==> src/rename_pkg.sv <==
`default_nettype none

package rename_pkg;

    // machine widths
    localparam int n_ways      = 2;
    localparam int arch_reg_sz = 8;
    localparam int phys_reg_sz = 24;
    localparam int free_depth  = phys_reg_sz - arch_reg_sz;
    localparam int data_w      = 16;

    localparam int prn_w      = $clog2(phys_reg_sz);
    localparam int arn_w      = $clog2(arch_reg_sz);
    localparam int free_ptr_w = $clog2(free_depth);
    localparam int free_cnt_w = $clog2(free_depth + 1);

    typedef logic [data_w-1:0]     data_t;
    // prn 0 is the zero register and also means "none" on strobes
    typedef logic [prn_w-1:0]      prn_t;
    typedef logic [arn_w-1:0]      arn_t;
    typedef logic [free_cnt_w-1:0] free_cnt_t;

    // rename controller
    typedef enum logic {
        st_fill,
        st_run
    } ctrl_state_t;

endpackage

`default_nettype wire

==> src/free_list.sv <==
`timescale 1ns/10ps
`default_nettype none

module free_list (
    input  logic                                            clock,
    input  logic                                            reset,
    input  logic             [1:0]                          pop_count,
    // two oldest free prns
    output rename_pkg::prn_t [rename_pkg::n_ways-1:0]       head_prn,
    // zero means no push on that port
    input  rename_pkg::prn_t [rename_pkg::n_ways-1:0]       push_prn,
    output rename_pkg::free_cnt_t                           count
);

    rename_pkg::prn_t entries [rename_pkg::free_depth];

    logic [rename_pkg::free_ptr_w-1:0] head_q;
    logic [rename_pkg::free_ptr_w-1:0] tail_q;
    logic [rename_pkg::free_ptr_w-1:0] head_next1;
    logic [rename_pkg::free_ptr_w-1:0] tail_next1;
    rename_pkg::free_cnt_t             count_q;

    logic                              push0;
    logic                              push1;
    logic [1:0]                        push_count;

    assign push0      = push_prn[0] != '0;
    assign push1      = push_prn[1] != '0;
    assign push_count = {1'b0, push0} + {1'b0, push1};

    // pointers wrap at free_depth
    assign head_next1 = head_q + 1'b1;
    // port 1 lands after port 0 only when port 0 pushed
    assign tail_next1 = tail_q + {{(rename_pkg::free_ptr_w-1){1'b0}}, push0};

    assign head_prn[0] = entries[head_q];
    assign head_prn[1] = entries[head_next1];
    assign count       = count_q;

    always_ff @(posedge clock) begin
        if (push0) begin
            entries[tail_q] <= push_prn[0];
        end
        if (push1) begin
            entries[tail_next1] <= push_prn[1];
        end
    end

    always_ff @(posedge clock) begin
        if (reset) begin
            head_q  <= '0;
            tail_q  <= '0;
            count_q <= '0;
        end else begin
            head_q  <= head_q + rename_pkg::free_ptr_w'(pop_count);
            tail_q  <= tail_q + rename_pkg::free_ptr_w'(push_count);
            count_q <= count_q - rename_pkg::free_cnt_t'(pop_count)
                               + rename_pkg::free_cnt_t'(push_count);
        end
    end

endmodule

`default_nettype wire

==> src/map_table.sv <==
`timescale 1ns/10ps
`default_nettype none

module map_table (
    input  logic                                            clock,
    input  logic                                            reset,
    // source lookups for the whole group
    input  rename_pkg::arn_t [2*rename_pkg::n_ways-1:0]     lookup_arn,
    output rename_pkg::prn_t [2*rename_pkg::n_ways-1:0]     lookup_prn,
    // current mapping of each destination
    input  rename_pkg::arn_t [rename_pkg::n_ways-1:0]       dest_arn,
    output rename_pkg::prn_t [rename_pkg::n_ways-1:0]       dest_old_prn,
    // updates
    input  logic             [rename_pkg::n_ways-1:0]       we,
    input  rename_pkg::arn_t [rename_pkg::n_ways-1:0]       wr_arn,
    input  rename_pkg::prn_t [rename_pkg::n_ways-1:0]       wr_prn
);

    rename_pkg::prn_t map_q [rename_pkg::arch_reg_sz];

    always_comb begin
        for (int i = 0; i < 2 * rename_pkg::n_ways; i++) begin
            lookup_prn[i] = map_q[lookup_arn[i]];
        end
        for (int k = 0; k < rename_pkg::n_ways; k++) begin
            dest_old_prn[k] = map_q[dest_arn[k]];
        end
    end

    always_ff @(posedge clock) begin
        if (reset) begin
            // identity map
            for (int i = 0; i < rename_pkg::arch_reg_sz; i++) begin
                map_q[i] <= rename_pkg::prn_t'(i);
            end
        end else begin
            // port order, so the younger instruction wins
            for (int k = 0; k < rename_pkg::n_ways; k++) begin
                if (we[k] && wr_arn[k] != '0) begin
                    map_q[wr_arn[k]] <= wr_prn[k];
                end
            end
        end
    end

endmodule

`default_nettype wire

==> src/prf.sv <==
`timescale 1ns/10ps
`default_nettype none

module prf (
    input  logic                                            clock,
    input  logic                                            reset,
    // issue reads
    input  rename_pkg::prn_t  [2*rename_pkg::n_ways-1:0]    read_prn,
    output rename_pkg::data_t [2*rename_pkg::n_ways-1:0]    read_data,
    output logic              [2*rename_pkg::n_ways-1:0]    read_valid,
    // writeback writes
    input  rename_pkg::prn_t  [rename_pkg::n_ways-1:0]      write_prn,
    input  rename_pkg::data_t [rename_pkg::n_ways-1:0]      write_data,
    // newly allocated prns go invalid
    input  rename_pkg::prn_t  [rename_pkg::n_ways-1:0]      invalid_prn,
    // writeback file reads
    input  rename_pkg::prn_t  [rename_pkg::n_ways-1:0]      wb_read_prn,
    output rename_pkg::data_t [rename_pkg::n_ways-1:0]      wb_data
);

    rename_pkg::data_t value_q [rename_pkg::phys_reg_sz];
    logic              valid_q [rename_pkg::phys_reg_sz];

    logic [rename_pkg::n_ways-1:0] write_en;
    logic [rename_pkg::n_ways-1:0] inval_en;

    always_comb begin
        for (int j = 0; j < rename_pkg::n_ways; j++) begin
            write_en[j] = write_prn[j] != '0;
            inval_en[j] = invalid_prn[j] != '0;
        end
    end

    // issue reads with same-cycle write bypass
    always_comb begin
        for (int i = 0; i < 2 * rename_pkg::n_ways; i++) begin
            read_data[i]  = value_q[read_prn[i]];
            read_valid[i] = valid_q[read_prn[i]];
            for (int j = 0; j < rename_pkg::n_ways; j++) begin
                if (write_en[j] && write_prn[j] == read_prn[i]) begin
                    read_data[i]  = write_data[j];
                    read_valid[i] = 1'b1;
                end
            end
            // zero register
            if (read_prn[i] == '0) begin
                read_data[i]  = '0;
                read_valid[i] = 1'b1;
            end
        end
    end

    // writeback file sees stored state only
    always_comb begin
        for (int j = 0; j < rename_pkg::n_ways; j++) begin
            wb_data[j] = value_q[wb_read_prn[j]];
        end
    end

    always_ff @(posedge clock) begin
        if (reset) begin
            // architectural prns start valid, the free pool starts invalid
            for (int i = 0; i < rename_pkg::phys_reg_sz; i++) begin
                value_q[i] <= '0;
                valid_q[i] <= (i < rename_pkg::arch_reg_sz);
            end
        end else begin
            for (int j = 0; j < rename_pkg::n_ways; j++) begin
                if (write_en[j]) begin
                    value_q[write_prn[j]] <= write_data[j];
                    valid_q[write_prn[j]] <= 1'b1;
                end
            end
            // invalidate comes last so it wins over a write to the same prn
            for (int j = 0; j < rename_pkg::n_ways; j++) begin
                if (inval_en[j]) begin
                    valid_q[invalid_prn[j]] <= 1'b0;
                end
            end
        end
    end

endmodule

`default_nettype wire

==> src/rename_core.sv <==
`timescale 1ns/10ps
`default_nettype none

module rename_core (
    input  logic                                            clock,
    input  logic                                            reset,
    // rename group
    input  logic                                            rename_valid,
    output logic                                            rename_ready,
    input  rename_pkg::arn_t  [2*rename_pkg::n_ways-1:0]    src_arn,
    input  rename_pkg::arn_t  [rename_pkg::n_ways-1:0]      dest_arn,
    output rename_pkg::prn_t  [2*rename_pkg::n_ways-1:0]    src_prn,
    output rename_pkg::prn_t  [rename_pkg::n_ways-1:0]      dest_prn,
    output rename_pkg::prn_t  [rename_pkg::n_ways-1:0]      old_prn,
    // writeback and commit
    input  rename_pkg::prn_t  [rename_pkg::n_ways-1:0]      write_prn,
    input  rename_pkg::data_t [rename_pkg::n_ways-1:0]      write_data,
    input  rename_pkg::prn_t  [rename_pkg::n_ways-1:0]      commit_prn,
    // register reads
    input  rename_pkg::prn_t  [2*rename_pkg::n_ways-1:0]    read_prn,
    output rename_pkg::data_t [2*rename_pkg::n_ways-1:0]    read_data,
    output logic              [2*rename_pkg::n_ways-1:0]    read_valid,
    input  rename_pkg::prn_t  [rename_pkg::n_ways-1:0]      wb_read_prn,
    output rename_pkg::data_t [rename_pkg::n_ways-1:0]      wb_data
);

    rename_pkg::prn_t  [2*rename_pkg::n_ways-1:0] map_prn;
    rename_pkg::prn_t  [rename_pkg::n_ways-1:0]   map_old_prn;
    rename_pkg::prn_t  [rename_pkg::n_ways-1:0]   free_head_prn;
    rename_pkg::free_cnt_t                        free_count;
    logic              [rename_pkg::n_ways-1:0]   map_we;
    rename_pkg::arn_t  [rename_pkg::n_ways-1:0]   map_arn;
    rename_pkg::prn_t  [rename_pkg::n_ways-1:0]   map_new_prn;
    logic              [1:0]                      pop_count;
    rename_pkg::prn_t  [rename_pkg::n_ways-1:0]   invalid_prn;
    logic                                         fill_push;
    rename_pkg::prn_t                             fill_prn;
    rename_pkg::prn_t  [rename_pkg::n_ways-1:0]   push_prn;

    // commits are dropped while the free list is being filled
    assign push_prn[0] = fill_push ? fill_prn : commit_prn[0];
    assign push_prn[1] = fill_push ? '0 : commit_prn[1];

    rename_ctrl u_ctrl (
        .clock         (clock),
        .reset         (reset),
        .rename_valid  (rename_valid),
        .src_arn       (src_arn),
        .dest_arn      (dest_arn),
        .map_prn       (map_prn),
        .map_old_prn   (map_old_prn),
        .free_head_prn (free_head_prn),
        .free_count    (free_count),
        .rename_ready  (rename_ready),
        .src_prn       (src_prn),
        .dest_prn      (dest_prn),
        .old_prn       (old_prn),
        .map_we        (map_we),
        .map_arn       (map_arn),
        .map_new_prn   (map_new_prn),
        .pop_count     (pop_count),
        .invalid_prn   (invalid_prn),
        .fill_push     (fill_push),
        .fill_prn      (fill_prn)
    );

    map_table u_map (
        .clock        (clock),
        .reset        (reset),
        .lookup_arn   (src_arn),
        .lookup_prn   (map_prn),
        .dest_arn     (dest_arn),
        .dest_old_prn (map_old_prn),
        .we           (map_we),
        .wr_arn       (map_arn),
        .wr_prn       (map_new_prn)
    );

    free_list u_free (
        .clock     (clock),
        .reset     (reset),
        .pop_count (pop_count),
        .head_prn  (free_head_prn),
        .push_prn  (push_prn),
        .count     (free_count)
    );

    prf u_prf (
        .clock       (clock),
        .reset       (reset),
        .read_prn    (read_prn),
        .read_data   (read_data),
        .read_valid  (read_valid),
        .write_prn   (write_prn),
        .write_data  (write_data),
        .invalid_prn (invalid_prn),
        .wb_read_prn (wb_read_prn),
        .wb_data     (wb_data)
    );

endmodule

`default_nettype wire

==> src/rename_ctrl.sv <==
`timescale 1ns/10ps
`default_nettype none

module rename_ctrl (
    input  logic                                            clock,
    input  logic                                            reset,
    input  logic                                            rename_valid,
    input  rename_pkg::arn_t  [2*rename_pkg::n_ways-1:0]    src_arn,
    input  rename_pkg::arn_t  [rename_pkg::n_ways-1:0]      dest_arn,
    input  rename_pkg::prn_t  [2*rename_pkg::n_ways-1:0]    map_prn,
    input  rename_pkg::prn_t  [rename_pkg::n_ways-1:0]      map_old_prn,
    input  rename_pkg::prn_t  [rename_pkg::n_ways-1:0]      free_head_prn,
    input  rename_pkg::free_cnt_t                           free_count,
    output logic                                            rename_ready,
    output rename_pkg::prn_t  [2*rename_pkg::n_ways-1:0]    src_prn,
    output rename_pkg::prn_t  [rename_pkg::n_ways-1:0]      dest_prn,
    output rename_pkg::prn_t  [rename_pkg::n_ways-1:0]      old_prn,
    output logic              [rename_pkg::n_ways-1:0]      map_we,
    output rename_pkg::arn_t  [rename_pkg::n_ways-1:0]      map_arn,
    output rename_pkg::prn_t  [rename_pkg::n_ways-1:0]      map_new_prn,
    output logic              [1:0]                         pop_count,
    output rename_pkg::prn_t  [rename_pkg::n_ways-1:0]      invalid_prn,
    output logic                                            fill_push,
    output rename_pkg::prn_t                                fill_prn
);

    rename_pkg::ctrl_state_t state_q;
    rename_pkg::prn_t        fill_prn_q;

    logic                                     accept;
    logic             [rename_pkg::n_ways-1:0] has_dest;
    rename_pkg::prn_t [rename_pkg::n_ways-1:0] new_prn;

    // fill the free list with prns arch_reg_sz .. phys_reg_sz-1 after reset
    always_ff @(posedge clock) begin
        if (reset) begin
            state_q    <= rename_pkg::st_fill;
            fill_prn_q <= rename_pkg::prn_t'(rename_pkg::arch_reg_sz);
        end else if (state_q == rename_pkg::st_fill) begin
            fill_prn_q <= fill_prn_q + 1'b1;
            if (fill_prn_q == rename_pkg::prn_t'(rename_pkg::phys_reg_sz - 1)) begin
                state_q <= rename_pkg::st_run;
            end
        end
    end

    assign fill_push = state_q == rename_pkg::st_fill;
    assign fill_prn  = fill_prn_q;

    // need a full group's worth of free prns
    assign rename_ready = state_q == rename_pkg::st_run
                       && free_count >= rename_pkg::free_cnt_t'(rename_pkg::n_ways);
    assign accept       = rename_valid && rename_ready;

    assign has_dest[0] = dest_arn[0] != '0;
    assign has_dest[1] = dest_arn[1] != '0;

    // instruction 1 takes the head when instruction 0 has no destination
    assign new_prn[0] = has_dest[0] ? free_head_prn[0] : '0;
    assign new_prn[1] = !has_dest[1] ? '0
                      : has_dest[0]  ? free_head_prn[1] : free_head_prn[0];

    assign dest_prn = new_prn;

    // forwarding of instruction 0's destination into instruction 1
    always_comb begin
        src_prn[0] = map_prn[0];
        src_prn[1] = map_prn[1];
        for (int j = 2; j < 2 * rename_pkg::n_ways; j++) begin
            if (has_dest[0] && src_arn[j] == dest_arn[0]) begin
                src_prn[j] = new_prn[0];
            end else begin
                src_prn[j] = map_prn[j];
            end
        end
        old_prn[0] = map_old_prn[0];
        if (has_dest[0] && dest_arn[1] == dest_arn[0]) begin
            old_prn[1] = new_prn[0];
        end else begin
            old_prn[1] = map_old_prn[1];
        end
    end

    always_comb begin
        for (int k = 0; k < rename_pkg::n_ways; k++) begin
            map_we[k]      = accept && has_dest[k];
            map_arn[k]     = dest_arn[k];
            map_new_prn[k] = new_prn[k];
            invalid_prn[k] = accept ? new_prn[k] : '0;
        end
        pop_count = accept ? {1'b0, has_dest[0]} + {1'b0, has_dest[1]} : 2'd0;
    end

endmodule

`default_nettype wire

==> config.mk <==
export PLATFORM = sky130hd
export DESIGN_NAME = rename_core
export DESIGN_NICKNAME = d
export VERILOG_FILES = /design/src/rename_pkg.sv /design/src/free_list.sv /design/src/map_table.sv /design/src/prf.sv /design/src/rename_core.sv /design/src/rename_ctrl.sv
export SDC_FILE = /design/constraint.sdc
export NUM_CORES = 2
export LEC_CHECK = 0
export BUFFER_PORTS_ARGS = -buffer_cell sky130_fd_sc_hd__buf_2
export CORE_MARGIN = 1
export CORE_UTILIZATION = 35
export CTS_CLUSTER_SIZE = 20
export DETAILED_ROUTE_END_ITERATION = 10
export PLACE_DENSITY = 0.53
export SYNTH_ARGS = -nofsm -noshare
export SYNTH_HDL_FRONTEND = slang
export SYNTH_SLANG_ARGS = --single-unit
==> constraint.sdc <==
create_clock -name clock -period 5.7 [get_ports clock]
set_input_delay 0.855 -clock clock [delete_from_list [all_inputs] [get_ports clock]]
set_output_delay 0.855 -clock clock [all_outputs]
set_load 0.01 [all_outputs]
==> flow_summary.ini <==
[outcome]
status = completed

[yosys]
async_reset_ff_share_pct = 0
synthFlopType = edfxtp_1
synthMuxAreaShare_pct = 45.1
synth-xor-area-share_pct = 0.892
synth_top_area_cell = mux4_2
synth-adder-area-share_pct = 0.511
yosysTopAreaCellShare_pct = 38.9
ys_seq_elements = 683
synth_compound_area_share_pct = 11.4
avgSynthCellArea_um2 = 14.3
syn_area_mm2 = 0.0598
yosys-top-cells-area = mux4_2 39%, edfxtp_1 32%, a22o_1 6.0%
ys_top_cells_by_count = 1,032 x mux4_2, 632 x edfxtp_1, 409 x a22o_1, 377 x clkbuf_1, 225 x a21oi_1
netlist_instances = 4187
yosys.area_share.simple_pct = 4.52
synthDistinctLibCells = 72
yosysWarnings = 0
synth_most_common_cell = mux4_2
synth-edff-count = 632
synth-seq-area-share_pct = 33.5
synth_top_family_by_area = multiplexers

[routing]
firstDrtPassIters = 6
drc = 0
drt_iter0_markers = 8200
postRouteAntennaNets = 0
route.vias.total = 48275
wl_per_cell_um = 43.6
vias_per_cell = 7.43
wirelength_um = 283000

[timing]
slew_headroom_pct = 6.77
rsz0062_at_grt = no
setup_tns_ns = 0
period_share_pct = 87.3
final_max_slew_viol_count = 0
setup_slack_ns = 0.722
fin_crit_ns = 4.98
tightest_slew_ns = 1.40
setup_viol = 0
finClkSkew_ns = 0.0238
fmax_mhz = 201
hold_viol_final = 0

[power]
seq_power_share_pct = 37.7
sw_frac_of_total_pct = 31.2
p_leak_nw = 22.0
switchingPower_mw = 5.11
pwr-share-clk_pct = 36.7
vdd_drop_max_v = 0.000219
power_frac_comb_pct = 25.6
powerDensity_mw_per_mm2 = 244
internal_power_mw = 11.3

[layout]
synthToLayoutAreaGrowth_pct = 12.5
drive_above_1_share_pct = 45.6
final_util_pct = 39.7
finalNetCount = 4327

[critical_path]
timing.critical_path.required_ns = 4.85
end_kind = primary output
crit_fanout = 33
cp-start-kind = input pin
critPathKind = input pin to primary output
worst_ep_arrival_time_ns = 4.12

[job]
drv_cap = 0

[global_route]
grt_max_degree = 56
grt_pass1_wl_um = 387000
track_usage_pct = 32.1
antenna_found_initial = 17
overflow = 0
grt_pass1_vias = 45628

[placement]
place.gp.congestion = 0.965
dp_hpwl_um = 187000
dp_worst_setup_slack_ns = 0.892
io_buffers = 243

[die]
die-width_um = 415
ios = 244
die_area_mm2 = 0.172
die_y_um = 415
core-area_mm2 = 0.169
start_util_pct = 35.3
rows = 151

[clocking]
cts.root.buffer_cell = clkbuf_16
cts_hold_buf = 0
cts_buffer_depth = 3
htreeDepth = 3
ctsResizeCount = 0
cts_setup_buffers = 0
cts_sinks = 683
cts_tree = yes
cts_made_buffers = 85
path_clk_slew_ns = 0.06
worstSkewPairLatency_ns = 0.70

[hold_path]
timing.hold.worst.class = register to register
## layout by cell type, fill, tap and decap left out, drive strengths merged, types with 21 or more instances in the layout
cell	n
a211oi	40
a21o	32
a21oi	228
a221oi	34
a22o	409
a22oi	45
buf	490
clkbuf	96
clkinv	32
conb	21
dfxtp	51
edfxtp	632
inv	27
mux2	182
mux2i	167
mux4	1032
nand2	80
nand3	24
nor2	158
nor2b	60
nor3	60
o21ai	60
o22ai	22
or3	32
xnor2	29
xor2	31
## state kept, by name, summed over array words and instances, names as in the netlist
| name | cells |
|---|---|
| u_ctrl.state_q | 1 |
| u_free.tail_q | 4 |
| u_prf.value_q | 512 |
| u_free.entries | 80 |
| u_free.count | 5 |
| u_map.map_q | 40 |
| u_prf.valid_q | 32 |
| u_free.head_q | 4 |
| u_ctrl.fill_prn | 5 |
## power groups by stage
| stage | Sequential [mW] | Clock [mW] | Combinational, mW |
|---|---|---|---|
| final | 6.18 | 6.01 | 4.19 |
| after global placement | 6.24 | 0 | 4.08 |
| after floorplan | 6.07 | 0 | 2.68 |
| after detailed placement | 6.25 | 0 | 4.09 |
| after global routing | 6.20 | 6.20 | 4.30 |
| after CTS | 6.15 | 6.04 | 4.10 |
## path summary, 6_finish.rpt
kind	startpoint	endpoint	slack, ns	depth (start not counted)
worst max-delay path	read_prn[10]	read_data[38]	0.72	8
worst min-delay path	u_prf.valid_q[0]$_SDFF_PP0_	u_prf.valid_q[0]$_SDFF_PP0_	0.53	1
worst max register to register	u_ctrl.state_q$_SDFF_PP0_	u_free.entries[8][1]$_DFFE_PP_	1.34	10
worst min register to register	u_prf.valid_q[0]$_SDFF_PP0_	u_prf.valid_q[0]$_SDFF_PP0_	0.53	1
## logic make-up (layout without fill, tap and decap cells)
logic type                 Yosys count  count (layout)
muxes                             1381            1381
AOI/OAI and AO/OA                  919             919
DFF                                683             683
buffers and inverters              605             668
and+or+nand+nor                    516             516
xor gates and xnor gates            60              60
adders and majority gates           22              22
other                                1              32
## metrics by stage
step | hold slack, ns | cell area (um2) | total power [mW] | std cells
global route | 0.559 | 67200 | 16.7 | 6488
detailed placement | 0.512 | 64200 | 10.3 | 6333
CTS | 0.525 | 67200 | 16.3 | 6488
floorplan | 0.465 | 59900 | 8.75 | 4207
finish | 0.528 | 67300 | 16.4 | 6499
global placement | 0.502 | 64200 | 10.3 | 6333
## layer usage
metal | track usage (%) | up-vias | routed length, um
met2 | 47.7 | 4223 | 125000
met4 | 23.1 | 12 | 24800
met5 | 0 | - | 73
met3 | 9.90 | 968 | 36300
li1 | - | 18044 | -
met1 | 39.6 | 25028 | 97000
## critical path, stage by stage
cell	delay [ns]
buf_8	0.35
buf_4	0.31
mux4_2	0.51
mux4_2	0.47
mux2i_1	0.94
a21oi_1	0.17
a21o_1	0.25
buf_2	0.15
## layout make-up
class / instances / area [um2]
Antenna cell: 11 / 27.5
Clock buffer: 96 / 2220
Clock inverter: 59 / 785
Fill cell: 15640 / 102000
Inverter: 23 / 86.3
Multi-Input combinational cell: 2919 / 37800
Sequential cell: 683 / 20000
Tap cell: 2218 / 2780
Timing Repair Buffer: 490 / 3590
Power figures use the tool's default switching activity.
